==> config.mk <==
export PLATFORM = sky130hd
export DESIGN_NAME = cp0_regs
export DESIGN_NICKNAME = d
export VERILOG_FILES = /design/src/rtl/mips_pkg.sv /design/src/rtl/cp0_regs.sv
export SDC_FILE = /design/constraint.sdc
export NUM_CORES = 1
export LEC_CHECK = 0
export BUFFER_PORTS_ARGS = -buffer_cell sky130_fd_sc_hd__buf_2
export CAP_MARGIN = 20
export CORE_UTILIZATION = 43
export DETAILED_ROUTE_END_ITERATION = 16
export PLACE_DENSITY_LB_ADDON = 0.05
export SETUP_SLACK_MARGIN = 0.05
export SLEW_MARGIN = 10
export SYNTH_ARGS = -nofsm -noshare
export SYNTH_HDL_FRONTEND = slang
export SYNTH_SLANG_ARGS = --single-unit
==> constraint.sdc <==
create_clock -name clk -period 1.3 [get_ports clk]
set_input_delay 0.195 -clock clk [delete_from_list [all_inputs] [get_ports clk]]
set_output_delay 0.195 -clock clk [all_outputs]
set_load 0.1 [all_outputs]
==> src/rtl/mips_pkg.sv <==
package mips_pkg;

    typedef logic [31:0] word_t;
    typedef logic [4:0]  creg_addr_t;

    // decoded op as it leaves execute, ALU covers everything else
    typedef enum logic [3:0] {
        LB,
        LBU,
        LH,
        LHU,
        LW,
        SB,
        SH,
        SW,
        MFC0,
        MTC0,
        SYSCALL,
        BREAK,
        ERET,
        ALU
    } decoded_op_t;

    typedef enum logic [4:0] {
        INT  = 5'd0,
        ADEL = 5'd4,
        ADES = 5'd5,
        SYS  = 5'd8,
        BP   = 5'd9,
        RI   = 5'd10,
        OV   = 5'd12
    } exc_code_t;

    // Status, only IM, EXL and IE are implemented
    typedef struct packed {
        logic [15:0] zero_hi;
        logic [7:0]  im;
        logic [5:0]  zero_lo;
        logic        exl;
        logic        ie;
    } cp0_status_t;

    // Cause, software may write ip[1:0] only
    typedef struct packed {
        logic        bd;
        logic [14:0] zero_hi;
        logic [7:0]  ip;
        logic        zero_mid;
        exc_code_t   exc_code;
        logic [1:0]  zero_lo;
    } cp0_cause_t;

    // one MTC0 write word, viewed by target register
    typedef union packed {
        word_t       w;
        cp0_status_t status;
        cp0_cause_t  cause;
    } cp0_word_u;

    localparam creg_addr_t CP0_BADVADDR = 5'd8;
    localparam creg_addr_t CP0_STATUS   = 5'd12;
    localparam creg_addr_t CP0_CAUSE    = 5'd13;
    localparam creg_addr_t CP0_EPC      = 5'd14;

endpackage

==> src/rtl/cp0_regs.sv <==
`timescale 1ns/1ps

module cp0_regs import mips_pkg::*; (
    input  logic        clk,
    input  logic        reset,
    input  logic        cp0_wen,
    input  creg_addr_t  cp0_waddr,
    input  word_t       cp0_wdata,
    input  logic        exc_take,
    input  exc_code_t   exc_code,
    input  word_t       exc_epc,
    input  logic        exc_bd,
    input  word_t       exc_badvaddr,
    input  logic        eret,
    input  creg_addr_t  raddr,
    output cp0_status_t status,
    output cp0_cause_t  cause,
    output word_t       rdata
);

    cp0_word_u wr;
    word_t     epc;
    word_t     badvaddr;

    assign wr.w = cp0_wdata;

    always_ff @(posedge clk) begin
        if (reset) begin
            status     <= '0;
            status.exl <= 1'b1;
            cause      <= '0;
            epc        <= '0;
            badvaddr   <= '0;
        end else if (exc_take) begin
            status.exl     <= 1'b1;
            cause.exc_code <= exc_code;
            cause.bd       <= exc_bd;
            epc            <= exc_epc;
            // bad address only for address errors
            if (exc_code == ADEL || exc_code == ADES) begin
                badvaddr <= exc_badvaddr;
            end
        end else if (eret) begin
            status.exl <= 1'b0;
        end else if (cp0_wen) begin
            case (cp0_waddr)
                CP0_STATUS: begin
                    status.im  <= wr.status.im;
                    status.exl <= wr.status.exl;
                    status.ie  <= wr.status.ie;
                end
                CP0_CAUSE: begin
                    cause.ip[1:0] <= wr.cause.ip[1:0];
                end
                CP0_EPC: begin
                    epc <= cp0_wdata;
                end
                default: begin
                end
            endcase
        end
    end

    always_comb begin
        case (raddr)
            CP0_STATUS:   rdata = status;
            CP0_CAUSE:    rdata = cause;
            CP0_EPC:      rdata = epc;
            CP0_BADVADDR: rdata = badvaddr;
            default:      rdata = '0;
        endcase
    end

    a_exc_eret_excl: assert property (@(posedge clk) disable iff (reset)
        !(exc_take && eret));

endmodule

### Word level (Yosys, flattened, before mapping)

Cells that the tools add are included.

| operators by class | value |
|---|---|
| add/subtract/negate cells | 0 |
| multiply operators | 0 |
| divide/modulo/power cells | 0 |
| $lt $le $gt $ge | 0 |
| equal/unequal tests | 10 |
| shifts and indexed selects | 0 |
| multiplexer cells | 8 |
| bitwise operators | 2 |
| reductions and logical operators | 11 |

Operator list:

| cell | number |
|---|---|
| 32-bit 2-to-1 mux | 4 |
| 32-bit case mux with 4 select lines | 1 |
| 5-bit by 4-bit == test with 1-bit output, second input constant | 7 |
| 5-bit by 3-bit == test with 1-bit output, second input constant | 2 |
| 4-bit AND reduction | 2 |
| 2-bit nonzero test | 4 |
| 2-bit 2-to-1 mux | 2 |
| 2-bit AND reduction | 2 |
| 3-bit AND reduction | 1 |
| 2-bit inequality test, second input constant | 1 |
| 1-bit NOT | 2 |
| 2-bit OR reduction | 1 |
| 1-bit logical OR | 1 |
| 1-bit 2-to-1 mux | 1 |

| storage, ports and cells | value |
|---|---|
| register bits after elaboration | 82 |
| bits in latches | 0 |
| RAM bits | 0 |
| ROM bits | 0 |
| input bits | 117 |
| output and inout port bits | 96 |
| logic and storage cells | 39 |
| memories | 0 |

### Logic depth before layout (Yosys ltp)

| depth | value |
|---|---|
| depth in word-level cells | 5 |
| gate-level depth with buffers | 5 |
| gate-level depth less buffers | 3 |

### Worst setup path after synthesis

Ideal clock, no wire load.

| timing | value |
|---|---|
| kind | register to output |
| start | reg cause[9] (netlist name) |
| end | out rdata[9] |
| arrival time | 2.145 ns |
| path slack | -1.040 ns |
| cell stages (with the launch flop) | 3 |
| path buffers | 0 |
| path through | dfxtp_1 > or3b_2 > nand4_1 |

| between the ends | value |
|---|---|
| cells in the longest elaborated chain, start to end | 1 |

Ends and longest elaborated chain:

| what | RTL line | RTL |
|---|---|---|
| from (decl) | cp0_regs.sv:17 | `output cp0_cause_t cause,` |
| 32-bit case mux with 4 select lines | cp0_regs.sv:65 | `case (raddr)` |
| to (decl) | cp0_regs.sv:18 | `output word_t rdata` |

Every way passes these cells.

### Worst setup path after layout

Same ends and word-level chain as after synthesis.

==> out/results.ini <==
[setup_path]
cp.required_ns=1.11
worstPathCellList=or3b_4 -> nand4_1 -> buf_12
cp_max_fo=3
startpoint_type=register
r2r_start=epc[20]
critical_path_class=register to primary output
r2r_cells=2
r2r_slack_ns=0.45
critical_path.max_stage_delay_ns=0.36
endpoint=rdata[9]
arrival_ns=1.41
endpoint_kind=primary output
worstReg2RegEnd=epc[20]
crit_slowest_cell=dfxtp_4
startpoint=cause[9]

[final_layout]
final_cells=854
num-fill-cells=845
antennaDiodeCount=0
area_delta_synth_final_pct=52.3
drive_gt1_share_pct=45.0
nets=831

[route]
wl_per_cell_um=15.5
drtAntennaViolNets=0
totalWireLength_mm=13.3
first_pass_iters=5
drtIter0Drc=191
vias=4467
route.detailed.drc=0
vias_per_cell=5.23

[synthesis]
synth-edff-count=0
syn-mean-instance-area_sq_um=8.68
netlist_top_cells_area=dfxtp_1 (36%), buf_4 (8.4%), mux2i_1 (6.1%)
synth_most_common_cell=dfxtp_1
yosysSeqAreaShare_pct=36.0
synth_top_cell_area_share_pct=36.0
synth_area_sq_mm=0.00456
synth_seq_cells=82
yosys.area.top_type=dfxtp_1
yosys_warnings=0
netlist_top_cells_count=dfxtp_1 (82), buf_4 (51), nand3_1 (49)
netlist_instances=525
post_synth_num_cell_types=38
async_flop_share_pct=0
synthFlopType=dfxtp_1

[pwr]
irDropWorstVdd_mv=0.464
cellLeakagePower_nw=3.10
p_per_area_mw_per_mm2=873

[sta]
rsz0062_at_grt=true
worst_slack_ns=-0.302
relSlewSlack_pct=51.5
drv_slew=0
fin_tns_setup_ns=-8.36
max_slew.worst_pin.slew_ns=0.725
period_share_pct=123
hold_viol_final=0
max_freq_mhz=624
period_needed_ns=1.60
fin_skew_ns=0
finalSetupViolations=33

[global_routing]
grt.overflow.total=0
grt_usage_pct=24.2
grt_max_degree=45
grt_pass1_vias=4357
grt_first_pass_wirelength_mm=21.3
antenna_found_initial=1

[die]
start_util_pct=44.4
num_io_pins=213
die_y_um=105
row_count=37
die_area_sq_mm=0.0110
die_x_um=105
core_sq_mm=0.0103

[clock_network]
cts.path.max_buffers=2
cts.sinks=82
cts_tree=yes
htree_num_levels=3
cts_buffers=9
hold_buffers=0
clk_pin_slew_ns=0.08
root_buffer=clkbuf_8
clkLatencyLatePin_ns=0.34

[placement]
hpwlAfterDp_mm=10.0
place_congestion=0.896
dp_cells=833
portBuffers=166

[min_path]
hold_class=input pin to register
min_from=exc_epc[12]
holdPathStages=3

[flow_run]
drv_cap=0

[outcome]
outcome=finished with violations
violations=negative setup slack

-- worst max-delay path: cells and delay by family (launching register included) --
| family | cells | cell delay (ns) |
|---|---|---|
| flops | 1 | 0.36 |
| buf+inv | 1 | 0.20 |
| simple gates | 2 | 0.50 |
-- kinds of logic (layout without fill, tap and decap cells) --
group,count (synthesis),after routing,synth area share (%)
buffers and inverters,94,242,13.7
multiplexers,50,50,11.6
flip-flops,82,82,36.0
other,1,46,0.0823
AND/OR/NAND/NOR,169,169,20.8
AO/OA/AOI/OAI,129,129,17.9
-- layout by cell type, fill, tap and decap left out, types with 16 or more instances in the layout --
cell     instances
nand3_1         49
a22o_4          16
mux2_2          21
a21oi_1         43
mux2i_1         28
buf_2          112
buf_12          48
nand2_1         20
buf_4           53
o21ai_1         31
dfxtp_1         64
conb_1          46
nor2b_1         24
nor2_1          30
-- metrics by stage --
stage / area [sq um] / hold slack, ns / setup slack [ns] / power, mW / utilization (%)
6_report: 6940 / 0.0702 / -0.302 / 6.06 / 67.5
5_1_grt: 6940 / 0.0662 / -0.336 / 6.29 / 67.5
4_1_cts: 6920 / 0.0587 / -0.318 / 6.08 / 67.4
3_5_place_dp: 6570 / 0.413 / -0.363 / 4.29 / 63.9
3_3_place_gp: 6570 / 0.411 / -0.306 / 4.27 / 63.9
2_1_floorplan: 5130 / 0.321 / -0.603 / 3.95 / -
-- how the worst min path moves through the flow --
| stage | end | slack [ns] |
|---|---|---|
| global route | epc[0] | 0.07 |
| floorplan | epc[0] | 0.32 |
| CTS | epc[12] | 0.06 |
| detailed placement | epc[12] | 0.41 |
| global placement | epc[15] | 0.41 |
| finish | epc[12] | 0.07 |
-- routing by layer --
metal | track usage, % | routed length [um] | share of wire (%)
met5 | 0 | 13 | 0.098
met4 | 8.05 | 231 | 1.7
met3 | 3.56 | 739 | 5.6
met2 | 41.4 | 6470 | 49
met1 | 31.0 | 5820 | 44
-- sequential cells by signal, summed over array words and instances, names as in the netlist --
signal	cells
badvaddr	32
cause	8
epc	32
status	10
-- cell type report --
cell class	count	area [sq um]	area share, %
Multi-Input combinational cell	394	2830	40.8
Timing Repair Buffer	225	2070	29.8
Sequential cell	82	1680	24.3
Tap cell	136	170	2.45
Clock buffer	10	128	1.84
Clock inverter	5	56.3	0.811
Inverter	2	7.51	0.108
-- what timing repair did --
action,4_1_cts,5_1_grt
pin swaps,6,2
gates cloned,0,0
hold endpoints to repair,0,0
gates resized for setup,37,4
endpoints found under the setup margin,49,34
buffers inserted,7,0
-- power by group --
group | total (mW) | internal, mW | switching (mW) | leakage [nW]
clock network | 1.78 | 0.875 | 0.902 | 0.0921
registers | 2.66 | 2.60 | 0.0664 | 0.679
logic | 1.62 | 0.498 | 1.13 | 2.33
No activity file was read; power rests on OpenSTA's default activity.
