**config.mk**
```make
export PLATFORM = sky130hd
export DESIGN_NAME = mem_stage
export DESIGN_NICKNAME = d
export VERILOG_FILES = /design/src/rtl/mips_pkg.sv /design/src/rtl/mem_load_extract.sv /design/src/rtl/mem_stage.sv /design/src/rtl/mem_store_align.sv
export SDC_FILE = /design/constraint.sdc
export NUM_CORES = 1
export LEC_CHECK = 0
export ABC_AREA = 0
export BUFFER_PORTS_ARGS = -buffer_cell sky130_fd_sc_hd__buf_2
export CAP_MARGIN = 5
export CELL_PAD_IN_SITES_DETAIL_PLACEMENT = 0
export CELL_PAD_IN_SITES_GLOBAL_PLACEMENT = 1
export CORE_AREA = 5 5 185 187
export CTS_CLUSTER_SIZE = 14
export DETAILED_ROUTE_END_ITERATION = 6
export DIE_AREA = 0 0 190 192
export PLACE_DENSITY_LB_ADDON = 0.1
export RECOVER_POWER = 25
export SETUP_SLACK_MARGIN = 0.1
export SLEW_MARGIN = 5
export SYNTH_ARGS = -nofsm -noshare
export SYNTH_HDL_FRONTEND = slang
export SYNTH_HIERARCHICAL = 1
export SYNTH_SLANG_ARGS = --single-unit
```
**constraint.sdc**
```tcl
create_clock -name clk -period 16.7 [get_ports clk]
set_clock_uncertainty 0.2 [all_clocks]
set_input_delay 0.835 -clock clk [delete_from_list [all_inputs] [get_ports clk]]
set_output_delay 0.835 -clock clk [all_outputs]
set_load 0.02 [all_outputs]
```
**src/rtl/mips_pkg.sv**
```systemverilog
package mips_pkg;

    typedef logic [31:0] word_t;
    typedef logic [4:0]  creg_addr_t;

    // decoded op as it leaves execute, ALU covers everything else
    typedef enum logic [3:0] {
        LB,
        LBU,
        LH,
        LHU,
        LW,
        SB,
        SH,
        SW,
        MFC0,
        MTC0,
        SYSCALL,
        BREAK,
        ERET,
        ALU
    } decoded_op_t;

    typedef enum logic [4:0] {
        INT  = 5'd0,
        ADEL = 5'd4,
        ADES = 5'd5,
        SYS  = 5'd8,
        BP   = 5'd9,
        RI   = 5'd10,
        OV   = 5'd12
    } exc_code_t;

    // Status, only IM, EXL and IE are implemented
    typedef struct packed {
        logic [15:0] zero_hi;
        logic [7:0]  im;
        logic [5:0]  zero_lo;
        logic        exl;
        logic        ie;
    } cp0_status_t;

    // Cause, software may write ip[1:0] only
    typedef struct packed {
        logic        bd;
        logic [14:0] zero_hi;
        logic [7:0]  ip;
        logic        zero_mid;
        exc_code_t   exc_code;
        logic [1:0]  zero_lo;
    } cp0_cause_t;

    // one MTC0 write word, viewed by target register
    typedef union packed {
        word_t       w;
        cp0_status_t status;
        cp0_cause_t  cause;
    } cp0_word_u;

    localparam creg_addr_t CP0_BADVADDR = 5'd8;
    localparam creg_addr_t CP0_STATUS   = 5'd12;
    localparam creg_addr_t CP0_CAUSE    = 5'd13;
    localparam creg_addr_t CP0_EPC      = 5'd14;

endpackage

```
**src/rtl/mem_load_extract.sv**
```systemverilog
`timescale 1ns/1ps

module mem_load_extract import mips_pkg::*; (
    input  logic [1:0]  addr_lo,
    input  decoded_op_t op,
    input  word_t       rd_raw,
    output word_t       rd
);

    logic [7:0]  byte_v;
    logic [15:0] half_v;

    // little-endian lane pick
    assign byte_v = rd_raw[{addr_lo, 3'b000} +: 8];
    assign half_v = addr_lo[1] ? rd_raw[31:16] : rd_raw[15:0];

    always_comb begin
        case (op)
            LB: begin
                rd = {{24{byte_v[7]}}, byte_v};
            end
            LBU: begin
                rd = {24'h000000, byte_v};
            end
            LH: begin
                rd = {{16{half_v[15]}}, half_v};
            end
            LHU: begin
                rd = {16'h0000, half_v};
            end
            default: begin
                // LW and anything else passes the bus word
                rd = rd_raw;
            end
        endcase
    end

endmodule

```
**src/rtl/mem_stage.sv**
```systemverilog
`timescale 1ns/1ps

module mem_stage import mips_pkg::*; (
    input  logic        clk,
    input  logic        reset,
    input  logic        in_valid,
    output logic        in_ready,
    input  decoded_op_t in_op,
    input  word_t       in_aluout,
    input  word_t       in_writedata,
    input  creg_addr_t  in_writereg,
    input  word_t       in_pc,
    input  logic        in_delay_slot,
    input  logic        in_exc_ri,
    input  logic        in_exc_of,
    input  logic [5:0]  ext_int,
    output logic        out_valid,
    output decoded_op_t out_op,
    output word_t       out_result,
    output creg_addr_t  out_writereg,
    output logic        out_exc_valid,
    output exc_code_t   out_exc_code,
    output logic        wb_cyc,
    output logic        wb_stb,
    output logic        wb_we,
    output logic [3:0]  wb_sel,
    output word_t       wb_adr,
    output word_t       wb_dat_w,
    input  word_t       wb_dat_r,
    input  logic        wb_ack,
    input  cp0_status_t status,
    input  cp0_cause_t  cause,
    input  word_t       cp0_rdata,
    output creg_addr_t  cp0_raddr,
    output logic        cp0_wen,
    output creg_addr_t  cp0_waddr,
    output word_t       cp0_wdata,
    output logic        exc_take,
    output exc_code_t   exc_code,
    output word_t       exc_epc,
    output logic        exc_bd,
    output word_t       exc_badvaddr,
    output logic        eret
);

    logic        r_valid;
    decoded_op_t r_op;
    word_t       r_aluout;
    word_t       r_wdata;
    creg_addr_t  r_writereg;
    word_t       r_pc;
    logic        r_delay_slot;
    logic        r_exc_ri;
    logic        r_exc_of;
    logic        r_int;

    cp0_word_u   byp_word;
    cp0_status_t eff_status;
    cp0_cause_t  eff_cause;
    logic [7:0]  int_vec;
    logic        int_now;

    logic        is_load;
    logic        is_store;
    logic        misalign;
    logic        exc_any;
    exc_code_t   exc_sel;
    logic        bus_req;
    logic        done;
    logic [3:0]  st_sel;
    word_t       st_wd;
    word_t       ld_data;

    // interrupt is sampled at acceptance, so the CP0 update retiring
    // in this same cycle has to be seen here
    assign byp_word.w = cp0_wdata;

    always_comb begin
        eff_status = status;
        eff_cause  = cause;
        if (cp0_wen && cp0_waddr == CP0_STATUS) begin
            eff_status.im  = byp_word.status.im;
            eff_status.exl = byp_word.status.exl;
            eff_status.ie  = byp_word.status.ie;
        end
        if (cp0_wen && cp0_waddr == CP0_CAUSE) begin
            eff_cause.ip[1:0] = byp_word.cause.ip[1:0];
        end
        if (exc_take) begin
            eff_status.exl = 1'b1;
        end else if (eret) begin
            eff_status.exl = 1'b0;
        end
    end

    assign int_vec = ({ext_int, 2'b00} | eff_cause.ip) & eff_status.im;
    assign int_now = (int_vec != 8'h00) && eff_status.ie && !eff_status.exl;

    always_ff @(posedge clk) begin
        if (reset) begin
            r_valid <= 1'b0;
        end else if (in_ready) begin
            r_valid <= in_valid;
        end
    end

    always_ff @(posedge clk) begin
        if (in_valid && in_ready) begin
            r_op         <= in_op;
            r_aluout     <= in_aluout;
            r_wdata      <= in_writedata;
            r_writereg   <= in_writereg;
            r_pc         <= in_pc;
            r_delay_slot <= in_delay_slot;
            r_exc_ri     <= in_exc_ri;
            r_exc_of     <= in_exc_of;
            r_int        <= int_now;
        end
    end

    assign is_load  = r_op inside {LB, LBU, LH, LHU, LW};
    assign is_store = r_op inside {SB, SH, SW};
    assign misalign = ((r_op inside {LW, SW}) && r_aluout[1:0] != 2'b00) ||
                      ((r_op inside {LH, LHU, SH}) && r_aluout[0]);

    // interrupt, RI, OV, SYS, BP, then address errors
    always_comb begin
        exc_any = 1'b1;
        exc_sel = INT;
        if (r_int) begin
            exc_sel = INT;
        end else if (r_exc_ri) begin
            exc_sel = RI;
        end else if (r_exc_of) begin
            exc_sel = OV;
        end else if (r_op == SYSCALL) begin
            exc_sel = SYS;
        end else if (r_op == BREAK) begin
            exc_sel = BP;
        end else if (misalign && is_load) begin
            exc_sel = ADEL;
        end else if (misalign && is_store) begin
            exc_sel = ADES;
        end else begin
            exc_any = 1'b0;
        end
    end

    // only aligned, non-excepting accesses reach the bus
    assign bus_req  = r_valid && (is_load || is_store) && !exc_any;
    assign done     = r_valid && (!bus_req || wb_ack);
    assign in_ready = !r_valid || done;

    mem_store_align u_store_align (
        .addr_lo (r_aluout[1:0]),
        .op      (r_op),
        .wd_raw  (r_wdata),
        .sel     (st_sel),
        .wd      (st_wd)
    );

    mem_load_extract u_load_extract (
        .addr_lo (r_aluout[1:0]),
        .op      (r_op),
        .rd_raw  (wb_dat_r),
        .rd      (ld_data)
    );

    assign wb_cyc   = bus_req;
    assign wb_stb   = bus_req;
    assign wb_we    = is_store;
    assign wb_sel   = is_load ? 4'b1111 : st_sel;
    assign wb_adr   = {r_aluout[31:2], 2'b00};
    assign wb_dat_w = st_wd;

    // MFC0 and MTC0 carry the CP0 register number in aluout[4:0]
    assign cp0_raddr = r_aluout[4:0];
    assign cp0_waddr = r_aluout[4:0];
    assign cp0_wdata = r_wdata;
    assign cp0_wen   = done && r_op == MTC0 && !exc_any;
    assign eret      = done && r_op == ERET && !exc_any;

    assign exc_take     = done && exc_any;
    assign exc_code     = exc_sel;
    assign exc_epc      = r_delay_slot ? r_pc - 32'd4 : r_pc;
    assign exc_bd       = r_delay_slot;
    assign exc_badvaddr = r_aluout;

    assign out_valid     = done;
    assign out_op        = r_op;
    assign out_writereg  = r_writereg;
    assign out_exc_valid = exc_take;
    assign out_exc_code  = exc_sel;

    always_comb begin
        if (is_load) begin
            out_result = ld_data;
        end else if (r_op == MFC0) begin
            out_result = cp0_rdata;
        end else begin
            out_result = r_aluout;
        end
    end

    // the slave only acks an open strobe
    a_ack_in_stb: assert property (@(posedge clk) disable iff (reset)
        wb_ack |-> wb_cyc && wb_stb);

    a_adr_hold: assert property (@(posedge clk) disable iff (reset)
        wb_stb && !wb_ack |=> $stable(wb_adr));

    // fixed one-cycle RAM latency
    a_ack_next: assert property (@(posedge clk) disable iff (reset)
        wb_stb && !wb_ack |=> wb_ack);

endmodule

```
**src/rtl/mem_store_align.sv**
```systemverilog
`timescale 1ns/1ps

module mem_store_align import mips_pkg::*; (
    input  logic [1:0]  addr_lo,
    input  decoded_op_t op,
    input  word_t       wd_raw,
    output logic [3:0]  sel,
    output word_t       wd
);

    always_comb begin
        sel = 4'b0000;
        wd  = wd_raw;
        case (op)
            SB: begin
                // byte copied to every lane, one lane enabled
                wd  = {4{wd_raw[7:0]}};
                sel = 4'b0001 << addr_lo;
            end
            SH: begin
                wd  = {2{wd_raw[15:0]}};
                sel = addr_lo[1] ? 4'b1100 : 4'b0011;
            end
            SW: begin
                sel = 4'b1111;
            end
            default: begin
                // loads and non-memory ops write nothing
                sel = 4'b0000;
            end
        endcase
    end

endmodule

```
# ---- After elaboration in Yosys (flattened, before gate mapping)
# Index checks and enable logic that the tools add are counted.
dict set report word_totals {
  ff_bits 110
  in_bits 246
  wordCells 89
}
dict set report op_classes {
  addsub 1
  eq_ne 14
  n_bitwise 2
  shifts 2
  reduce_logical 32
  mux 28
}
# operator n
set ops {}
lappend ops {{32-bit one-hot mux with 4 select lines} 1}
lappend ops {{32-bit two-way mux} 3}
lappend ops {{32-bit one-hot mux with 2 select lines} 1}
lappend ops {{32-bit by 6-bit variable part select with 8-bit output} 1}
lappend ops {{32-bit by 3-bit subtractor with 32-bit output, second input constant} 1}
lappend ops {{4-bit two-way mux} 7}
lappend ops {{4-bit equality test, second input constant} 5}
lappend ops {{1-bit logical AND} 17}
lappend ops {{4-bit by 3-bit equality test with 1-bit output, second input constant} 4}
lappend ops {{16-bit two-way mux} 1}
lappend ops {{4-bit one-hot mux with 3 select lines} 1}
lappend ops {{5-bit by 4-bit equality test with 1-bit output, second input constant} 2}
lappend ops {{1-bit two-way mux} 9}
lappend ops {{8-bit AND} 1}
lappend ops {{4-bit by 2-bit equality test with 1-bit output, second input constant} 2}
lappend ops {{8-bit two-way mux} 1}
lappend ops {{8-bit OR} 1}
lappend ops {{8-bit nonzero test} 1}
lappend ops {{3-bit two-way mux} 2}
lappend ops {{3-bit nonzero test} 2}
lappend ops {{5-bit nonzero test} 1}
lappend ops {{4-bit by 1-bit equality test with 1-bit output, second input constant} 1}
lappend ops {{1-bit zero test} 4}
lappend ops {{4-bit zero test} 1}
lappend ops {{4 further kinds} 9}

# ---- Depth between registers and ports, before layout
# Gate-level depths: netlist (run 1).
dict set report logic_depth {
  ltp_word 26
  depth_mapped 8
  mapped_depth_nobuf 6
}

# ---- By module
# The synthesis (run 1) kept the hierarchy.
# mod cells_each area_per_inst_um2 seq_area_each_um2 n_inst
set modules_own_cells {}
lappend modules_own_cells {mem_stage 420 5392.7 3293.2 1}
lappend modules_own_cells {mem_store_align 93 665.6 0.0 1}
lappend modules_own_cells {mem_load_extract 109 656.9 0.0 1}

# ---- Least setup slack after synthesis (run 1)
# No wires, ideal clock.
dict set report synth_path {
  path_kind {register to register}
  startpoint {register r_op[0], in the netlist out_op[0]}
  endpoint {register r_wdata[0], in the netlist cp0_wdata[0] (enable)}
  arrival_time_ps 6290
  path_stages_with_launch 6
  n_path_buf 0
  path_slack_ps 9619
  cell_sequence {edfxtp_1 > xnor2_1 > a22o_1 > a21oi_1 > nor2b_1 > nor2b_1}
}
dict set report synth_between {
  elab_chain_cells 19
  elab_cells_between_ends 35
  classes_between {9 x eq/ne; 7 x mux; 19 x reduce/logical}
}
# element line_no
set synth_lines {}
lappend synth_lines {{start: declaration} mem_stage.sv:47} ;# decoded_op_t r_op;
lappend synth_lines {{start signal: assignment} mem_stage.sv:109} ;# r_op <= in_op;
lappend synth_lines {{4-bit by 2-bit equality test with 1-bit output, or another cell as far along} {mem_stage.sv:121, mem_stage.sv:124}}
lappend synth_lines {{3-bit nonzero test or 2-bit nonzero test (tied branches)} {mem_stage.sv:124, mem_stage.sv:123}}
lappend synth_lines {{1-bit logical AND, on equally long branches} {mem_stage.sv:124, mem_stage.sv:123}}
lappend synth_lines {{1-bit logical OR} mem_stage.sv:123} ;# assign misalign = ((r_op inside {LW, SW}) && r_aluout[1:0] != 2'b00) ||
lappend synth_lines {{1-bit logical AND} mem_stage.sv:142} ;# end else if (misalign && is_store) begin
lappend synth_lines {{1-bit two-way mux} mem_stage.sv:142}
lappend synth_lines {{1-bit two-way mux} mem_stage.sv:140} ;# end else if (misalign && is_load) begin
lappend synth_lines {{1-bit two-way mux} mem_stage.sv:138} ;# end else if (r_op == BREAK) begin
lappend synth_lines {{(+4 left out)} n/a}
lappend synth_lines {{1-bit zero test} mem_stage.sv:150} ;# assign bus_req = r_valid && (is_load || is_store) && !exc_any;
lappend synth_lines {{1-bit logical AND (*)} mem_stage.sv:150}
lappend synth_lines {{named net wb_cyc} mem_stage.sv:23} ;# output logic wb_cyc,
lappend synth_lines {{1-bit zero test (*)} mem_stage.sv:151} ;# assign done = r_valid && (!bus_req || wb_ack);
lappend synth_lines {{1-bit logical OR (*)} mem_stage.sv:151}
lappend synth_lines {{1-bit logical AND (*)} mem_stage.sv:151}
lappend synth_lines {{1-bit logical OR (*)} mem_stage.sv:152} ;# assign in_ready = !r_valid || done;
lappend synth_lines {{1-bit logical AND (*)} mem_stage.sv:108} ;# if (in_valid && in_ready) begin
lappend synth_lines {{end signal: assignment} mem_stage.sv:111} ;# r_wdata <= in_writedata;
lappend synth_lines {{end: declaration} mem_stage.sv:49} ;# word_t r_wdata;
# The timed path passes the listed nets; every way through them passes the cells marked *.
# A chain may end at the register's enable or synchronous reset.

# ---- Worst setup path in the final report (run 1)
dict set report layout_path {
  startpoint {register r_op[3], in the netlist out_op[3]}
  endpoint {output port out_result[23]}
}
dict set report layout_between {
  elab_chain_cells 3
  elab_cells_between_ends 10
  classes_between {5 x eq/ne; 3 x mux; 2 x reduce/logical}
}
# element line_no
set layout_lines {}
lappend layout_lines {{4-bit by 2-bit equality test with 1-bit output, or another cell as far along} mem_load_extract.sv:18} ;# case (op)
lappend layout_lines {{32-bit one-hot mux with 4 select lines (*)} mem_load_extract.sv:18}
lappend layout_lines {{named net ld_data[23]} mem_stage.sv:72} ;# word_t ld_data;
lappend layout_lines {{32-bit two-way mux (*)} mem_stage.sv:196} ;# if (is_load) begin
lappend layout_lines {{end: declaration} mem_stage.sv:19} ;# output word_t out_result,
# Marked as above.

==> results of run 1 <==
-- logic make-up (layout without fill, tap and decap cells) --
group                    Yosys count  in the layout
adder cells (fa/ha/maj)            1              1
flip-flops                       110            110
AND/OR/NAND/NOR                  196            196
multiplexers                      56             56
other                              1             10
AO/OA/AOI/OAI                    129            129
XOR/XNOR                          30             30
buffers and inverters             99            460
-- stage by stage --
stage	total power [W]	area [um^2]	std cells	hold slack [ns]
2_1_floorplan	0.000452	6730	625	0.675
3_3_place_gp	0.000525	8910	1413	0.756
3_5_place_dp	0.000525	8910	1413	0.739
4_1_cts	0.000766	9210	1428	0.375
5_1_grt	0.000788	9200	1429	0.389
6_report	0.000748	9220	1434	0.401
-- final cells by class --
cell class              count  area (um^2)
diodes                      6         15.0
clock buffers               9          225
clock inverters             6         70.1
fillers                  3529        23100
inverters                   7         26.3
multi-input cells         416         2830
flip-flops and latches    110         3290
well taps                 442          553
repair buffers            438         2210
-- cell usage in the layout, fill, tap and decap left out, types with 9 or more instances in the layout --
cell       netlist  layout
a21o_1          17      17
mux2_2          17      17
nand2_1         58      58
clkbuf_16        0       9
a21oi_1         32      31
nand3_1         20      20
nand2b_1        10      10
o31ai_1          9       9
xor2_1          25      25
o21ai_0         41      41
buf_2           12     425
edfxtp_1       109     109
nor2_1          40      40
mux2i_1         37      37
-- worst min-delay path by stage --
stage | cells past startpoint | to | start | slack [ns]
after detailed placement | 4 | r_int | r_valid | 0.74
after global placement | 4 | r_int | r_valid | 0.76
after global routing | 2 | r_valid | reset | 0.39
after CTS | 2 | r_valid | reset | 0.37
final | 2 | r_valid | reset | 0.40
after floorplan | 4 | r_int | r_valid | 0.68
-- metal layers --
layer / track usage / up-vias
met5: 0 / -
met4: 0.0473 / 6
met3: 0.0536 / 32
met2: 0.244 / 256
met1: 0.173 / 2779
li1: - / 2942
-- where the power goes --
group | internal, W | switching, W
clock network | 0.000117 | 0.000116
logic | 0.0000646 | 0.000112
registers | 0.000322 | 0.0000158
total | 0.000504 | 0.000244
-- worst reg2reg max path, cell delays in order (launching register included) --
cell	delay [ns]
edfxtp_1	0.90
a22o_1	0.32
a21oi_1	0.11
nor2b_1	0.24
nor2b_4	0.11
buf_4	0.66
buf_4	0.74
-- sequential cells by signal (all words and copies together) (netlist names) --
| register | flops |
|---|---|
| cp0_wdata | 32 |
| exc_badvaddr | 32 |
| exc_bd | 1 |
| out_op | 4 |
| out_writereg | 5 |
| r_exc_of | 1 |
| r_exc_ri | 1 |
| r_int | 1 |
| r_pc | 32 |
| r_valid | 1 |
==> results.yml, run 1 <==
place:
  place_ws_ns: 12.65
  port_buffers: 430
  post-dp-hpwl_mm: 21.9
  place.gp.congestion: 0.741
yosys:
  synth_top_family_by_area: "simple AND/OR/NAND/NOR gates"
  synth_ff_type: "edfxtp_1"
  yosys.area.top_type_share: 0.487
  avgSynthCellArea_um2: 10.8
  synth_edf_count: 109
  synth_top_cells_by_count: "edfxtp_1, buf_4, nand2_1, o21ai_0, nor2_1"
  yosysUniqueCellTypes: 66
  synth_seq_cells: 110
  yosys.area_share.xor_xnor: 0.0391
  yosysTopAreaCell: "edfxtp_1"
  syn_inst: 622
  synth.area.mux_share: 0.0892
  synth_fa_ha_area_frac: 0.00186
  async_flop_share: 0
  synth_compound_area_frac: 0.121
  ys_seq_area_frac: 0.490
  syn_area_um2: 6720
  synth-simple-area-share: 0.164
  synth_area_leaders: "edfxtp_1, buf_4, mux2i_1"
  yosys_warnings: 6
  yosysMostFrequentCell: "edfxtp_1"
clocking:
  cts_root_buf: "clkbuf_16"
  clkTransAtPathRegs_ns: 0.09
  numCtsBuffers: 9
  htree_levels: 3
  cts.sinks: 110
  clkLatencyLatePin_ns: 0.38
  postCtsSetupBuffers: 0
  cts_tree: "done"
  clk_path_buf_depth: 2
  cts_hold_buffers: 0
  cts_resized: 0
global_route:
  grt_max_degree: 61
  first_global_vias: 6192
  grt_pass1_wl_mm: 39.7
  track_usage: 0.145
  antenna_found_initial: 9
  grt-ovfl-total: 0
worst_setup_path:
  worstPathCellList: "or2_1 -> a2111oi_4 -> a21o_1 -> nand2_1 -> o21ai_0 -> buf_2"
  worstReg2RegStart: "exc_badvaddr[0]"
  crit_required_ns: 15.66
  criticalPathCategory: "flip-flop to primary output"
  end_kind: "primary output"
  reg2reg_to: "cp0_wdata[12]"
  ff2ff_setup_slack_ns: 13.02
  max_stage_delay_ns: 1.03
  critical_path.max_fanout: 27
  cp.arrival_ns: 3.34
  setup.worst_path.start: "out_op[3]"
  r2r_cells: 6
  crit_path_end: "out_result[23]"
  critical-path-top-delay-family: "compound AO/OA/AOI/OAI gates"
  crit_slowest_cell: "a2111oi_4"
  crit_buf_inv: 1
  startpoint_type: "flip-flop"
  worst-path-stages: 6
power_and_ir_drop:
  vdd_drop_max_v: 0.0000600
  power.density_nw_per_um2: 81.2
  p_leak_nw: 4.00
floorplan:
  start_util: 0.208
  chipWidth_um: 190
  io_pins: 481
  die_y_um: 192
  coreArea_um2: 32300
  dieArea_um2: 36500
  row_count: 66
drt:
  avgViaCountPerCell: 4.19
  ant_nets: 0
  route.met2.wl_mm: 13.5
  drc: 0
  vias: 6015
  drt_iter0_drc: 179
  first_pass_iters: 4
  wl_per_cell_um: 19.5
  drt_wl_total_mm: 27.9
  dr.max_layer_used: "met5"
  wirelength_met1_mm: 11.2
  wl_met3_mm: 2.56
worst_hold_path:
  hold_path.class: "input pin to flip-flop"
sta:
  grt_setup_unrepaired: "no"
  setup_tns_ns: 0
  timing.final.ws_setup_ns: 12.32
  setup_violations: 0
  final-hold-violation-count: 0
  max_slew_margin: 0.246
  slew_violations: 0
  worst_pin_slew_ns: 1.13
  period_minus_slack_ns: 4.38
  min_period_over_period: 0.262
  timing.fmax_mhz: 228
cells_and_area:
  fin_util: 0.285
  nets: 1229
  drive_above_1_share: 0.503
  area_delta_synth_final_pct: 37.2
status:
  outcome: "finished, final reports clean"
flow_run:
  drv_cap: 0
Note: power is estimated with default switching activity, not from simulation.
==> run 2: changes to the inputs <==
--- a/config.mk
+++ b/config.mk
@@ -10,10 +10,10 @@
 export CAP_MARGIN = 5
 export CELL_PAD_IN_SITES_DETAIL_PLACEMENT = 0
 export CELL_PAD_IN_SITES_GLOBAL_PLACEMENT = 1
-export CORE_AREA = 5 5 185 187
+export CORE_AREA = 5 5 183 185
 export CTS_CLUSTER_SIZE = 14
 export DETAILED_ROUTE_END_ITERATION = 6
-export DIE_AREA = 0 0 190 192
+export DIE_AREA = 0 0 188 190
 export PLACE_DENSITY_LB_ADDON = 0.1
 export RECOVER_POWER = 25
 export SETUP_SLACK_MARGIN = 0.1
==> constraint.sdc (replaced) <==
create_clock -name clk -period 4.31 [get_ports clk]
set_clock_uncertainty 0.2 [all_clocks]
set_input_delay 0.2155 -clock clk [delete_from_list [all_inputs] [get_ports clk]]
set_output_delay 0.2155 -clock clk [all_outputs]
set_load 0.02 [all_outputs]
==> run 2 against run 1 <==
Compared with the run above: hold slack got worse by 0.22 ns; sequential cell count unchanged; via count increased by 7.6%; critical path depth increased by 1; clock power increased to 3.9 times the previous value; register-to-register slack got worse by 12 ns; worst setup slack got worse by 12 ns; critical endpoint is now out_result[3]; largest cell class is now buffers.
==> results.yml, run 2 (synthesis results as in run 1) <==
global_route:
  grt.met1_usage: 0.182
  antenna_found_initial: 2
  grt_pass1_wl_mm: 42.4
  first_global_vias: 6731
  gr-max-usage-layer: "met2"
  grt_util_met3: 0.0527
  grt-ovfl-total: 0
  grt_max_degree: 110
  track_usage: 0.154
  met2_usage: 0.274
clocking:
  clkLatencyLatePin_ns: 0.38
  numCtsBuffers: 9
  cts_root_buf: "clkbuf_16"
  cts_tree: "done"
  htree_levels: 3
  cts.sinks: 110
  postCtsSetupBuffers: 0
  clkTransAtPathRegs_ns: 0.08
  clk_path_buf_depth: 2
drt:
  drc: 0
  first_pass_iters: 4
  wl_per_cell_um: 18.8
  drt_wl_total_mm: 28.4
  drt_iter0_drc: 265
  avgViaCountPerCell: 4.30
  ant_nets: 0
  vias: 6475
flow_run:
  drv_cap: 0
cells_and_area:
  nets: 1341
  drive_above_1_share: 0.451
  mostFrequentLayoutCell: "buf_2"
  area_delta_synth_final_pct: 53.2
  final_area_um2: 10300
  layout_common_cells: "buf_2, dlygate4sd3_1, edfxtp_1"
  n_fill_cell: 3416
  fin_util: 0.323
power_and_ir_drop:
  p_leak_nw: 4.48
  vdd_drop_max_v: 0.000247
  power.density_nw_per_um2: 291
sta:
  setup_tns_ns: 0
  min_period_over_period: 0.817
  timing.fmax_mhz: 284
  period_minus_slack_ns: 3.52
  worst_pin_slew_ns: 1.03
  grt_setup_unrepaired: "no"
  max_slew_margin: 0.312
  slew_violations: 0
  setup_violations: 0
  final-hold-violation-count: 0
  whs_ns: 0.177
worst_setup_path:
  max_stage_delay_ns: 1.03
  end_kind: "primary output"
  crit_slowest_cell: "edfxtp_1"
  criticalPathCategory: "flip-flop to primary output"
  crit_buf_inv: 1
  crit_required_ns: 3.89
  worstReg2RegStart: "exc_badvaddr[1]"
  crit_top_cell: "nand2_1"
  worstPathCellList: "nand2b_1 -> nand2_1 -> o2bb2ai_1 -> a21oi_1 -> nand2_1 -> o21ai_0 -> buf_2"
  cp.arrival_ns: 3.11
  startpoint_type: "flip-flop"
  critical_path.max_fanout: 29
  critical-path-top-delay-family: "flip-flops"
  ff2ff_setup_slack_ns: 1.07
  setup.worst_path.start: "out_op[1]"
place:
  post-dp-hpwl_mm: 21.8
  port_buffers: 430
  place.gp.congestion: 0.781
  placed_cell_area_um2: 8900
status:
  outcome: "finished, final reports clean"
worst_hold_path:
  hp-start: "ext_int[0]"
  hold_path.class: "input pin to flip-flop"
floorplan:
  start_util: 0.211
  dieArea_um2: 35700
  coreArea_um2: 31900
  die_y_um: 190
  chipWidth_um: 188
  io_pins: 481
  row_count: 66
-- run 2: layer usage --
metal  vias up  share of wire  wire (um)
met3        19          0.073       2060
met4         2          0.011        305
met2       255           0.51      14400
li1       3166              -          -
met1      3033           0.41      11600
met5         -        0.00025          7
-- run 2: per-stage QoR --
step,worst slack (ns),instances,power (W)
floorplan,0.587,625,0.00175
global placement,1.14,1381,0.00204
detailed placement,1.09,1381,0.00204
CTS,0.686,1506,0.00307
global route,0.575,1507,0.00316
finish,0.789,1507,0.00299
-- run 2: path summary, 6_finish.rpt --
path / endpoint / cells after the start
max: out_result[3] / 7
min: r_int / 4
max reg2reg: r_int / 6
min reg2reg: r_int / 3
-- run 2: layout make-up --
cell class | count | area (um^2) | area share
Antenna cell | 1 | 2.50 | 0.000243
Clock buffer | 9 | 225 | 0.0219
Clock inverter | 6 | 75.1 | 0.00730
Inverter | 7 | 26.3 | 0.00255
Multi-Input combinational cell | 416 | 2830 | 0.275
Sequential cell | 110 | 3290 | 0.320
Tap cell | 408 | 510 | 0.0496
Timing Repair Buffer | 550 | 3330 | 0.324
-- run 2: tightest hold or removal path, stage by stage --
cell and delay [ns]:
buf_2 0.07, o21ai_0 0.08, o2111ai_1 0.13, o21a_1 0.15
-- run 2: where the power goes --
group,leakage [nW],switching [W],internal (W)
clock,0.150,0.000457,0.000461
combinational,3.25,0.000449,0.000317
sequential,1.08,0.0000623,0.00125
total,4.48,0.000968,0.00203
-- run 2: timing repair --
item / in CTS / in global routing
gates resized for setup: 0 / 0
endpoints found under the hold margin: 109 / 0
hold buffers: 110 / 0
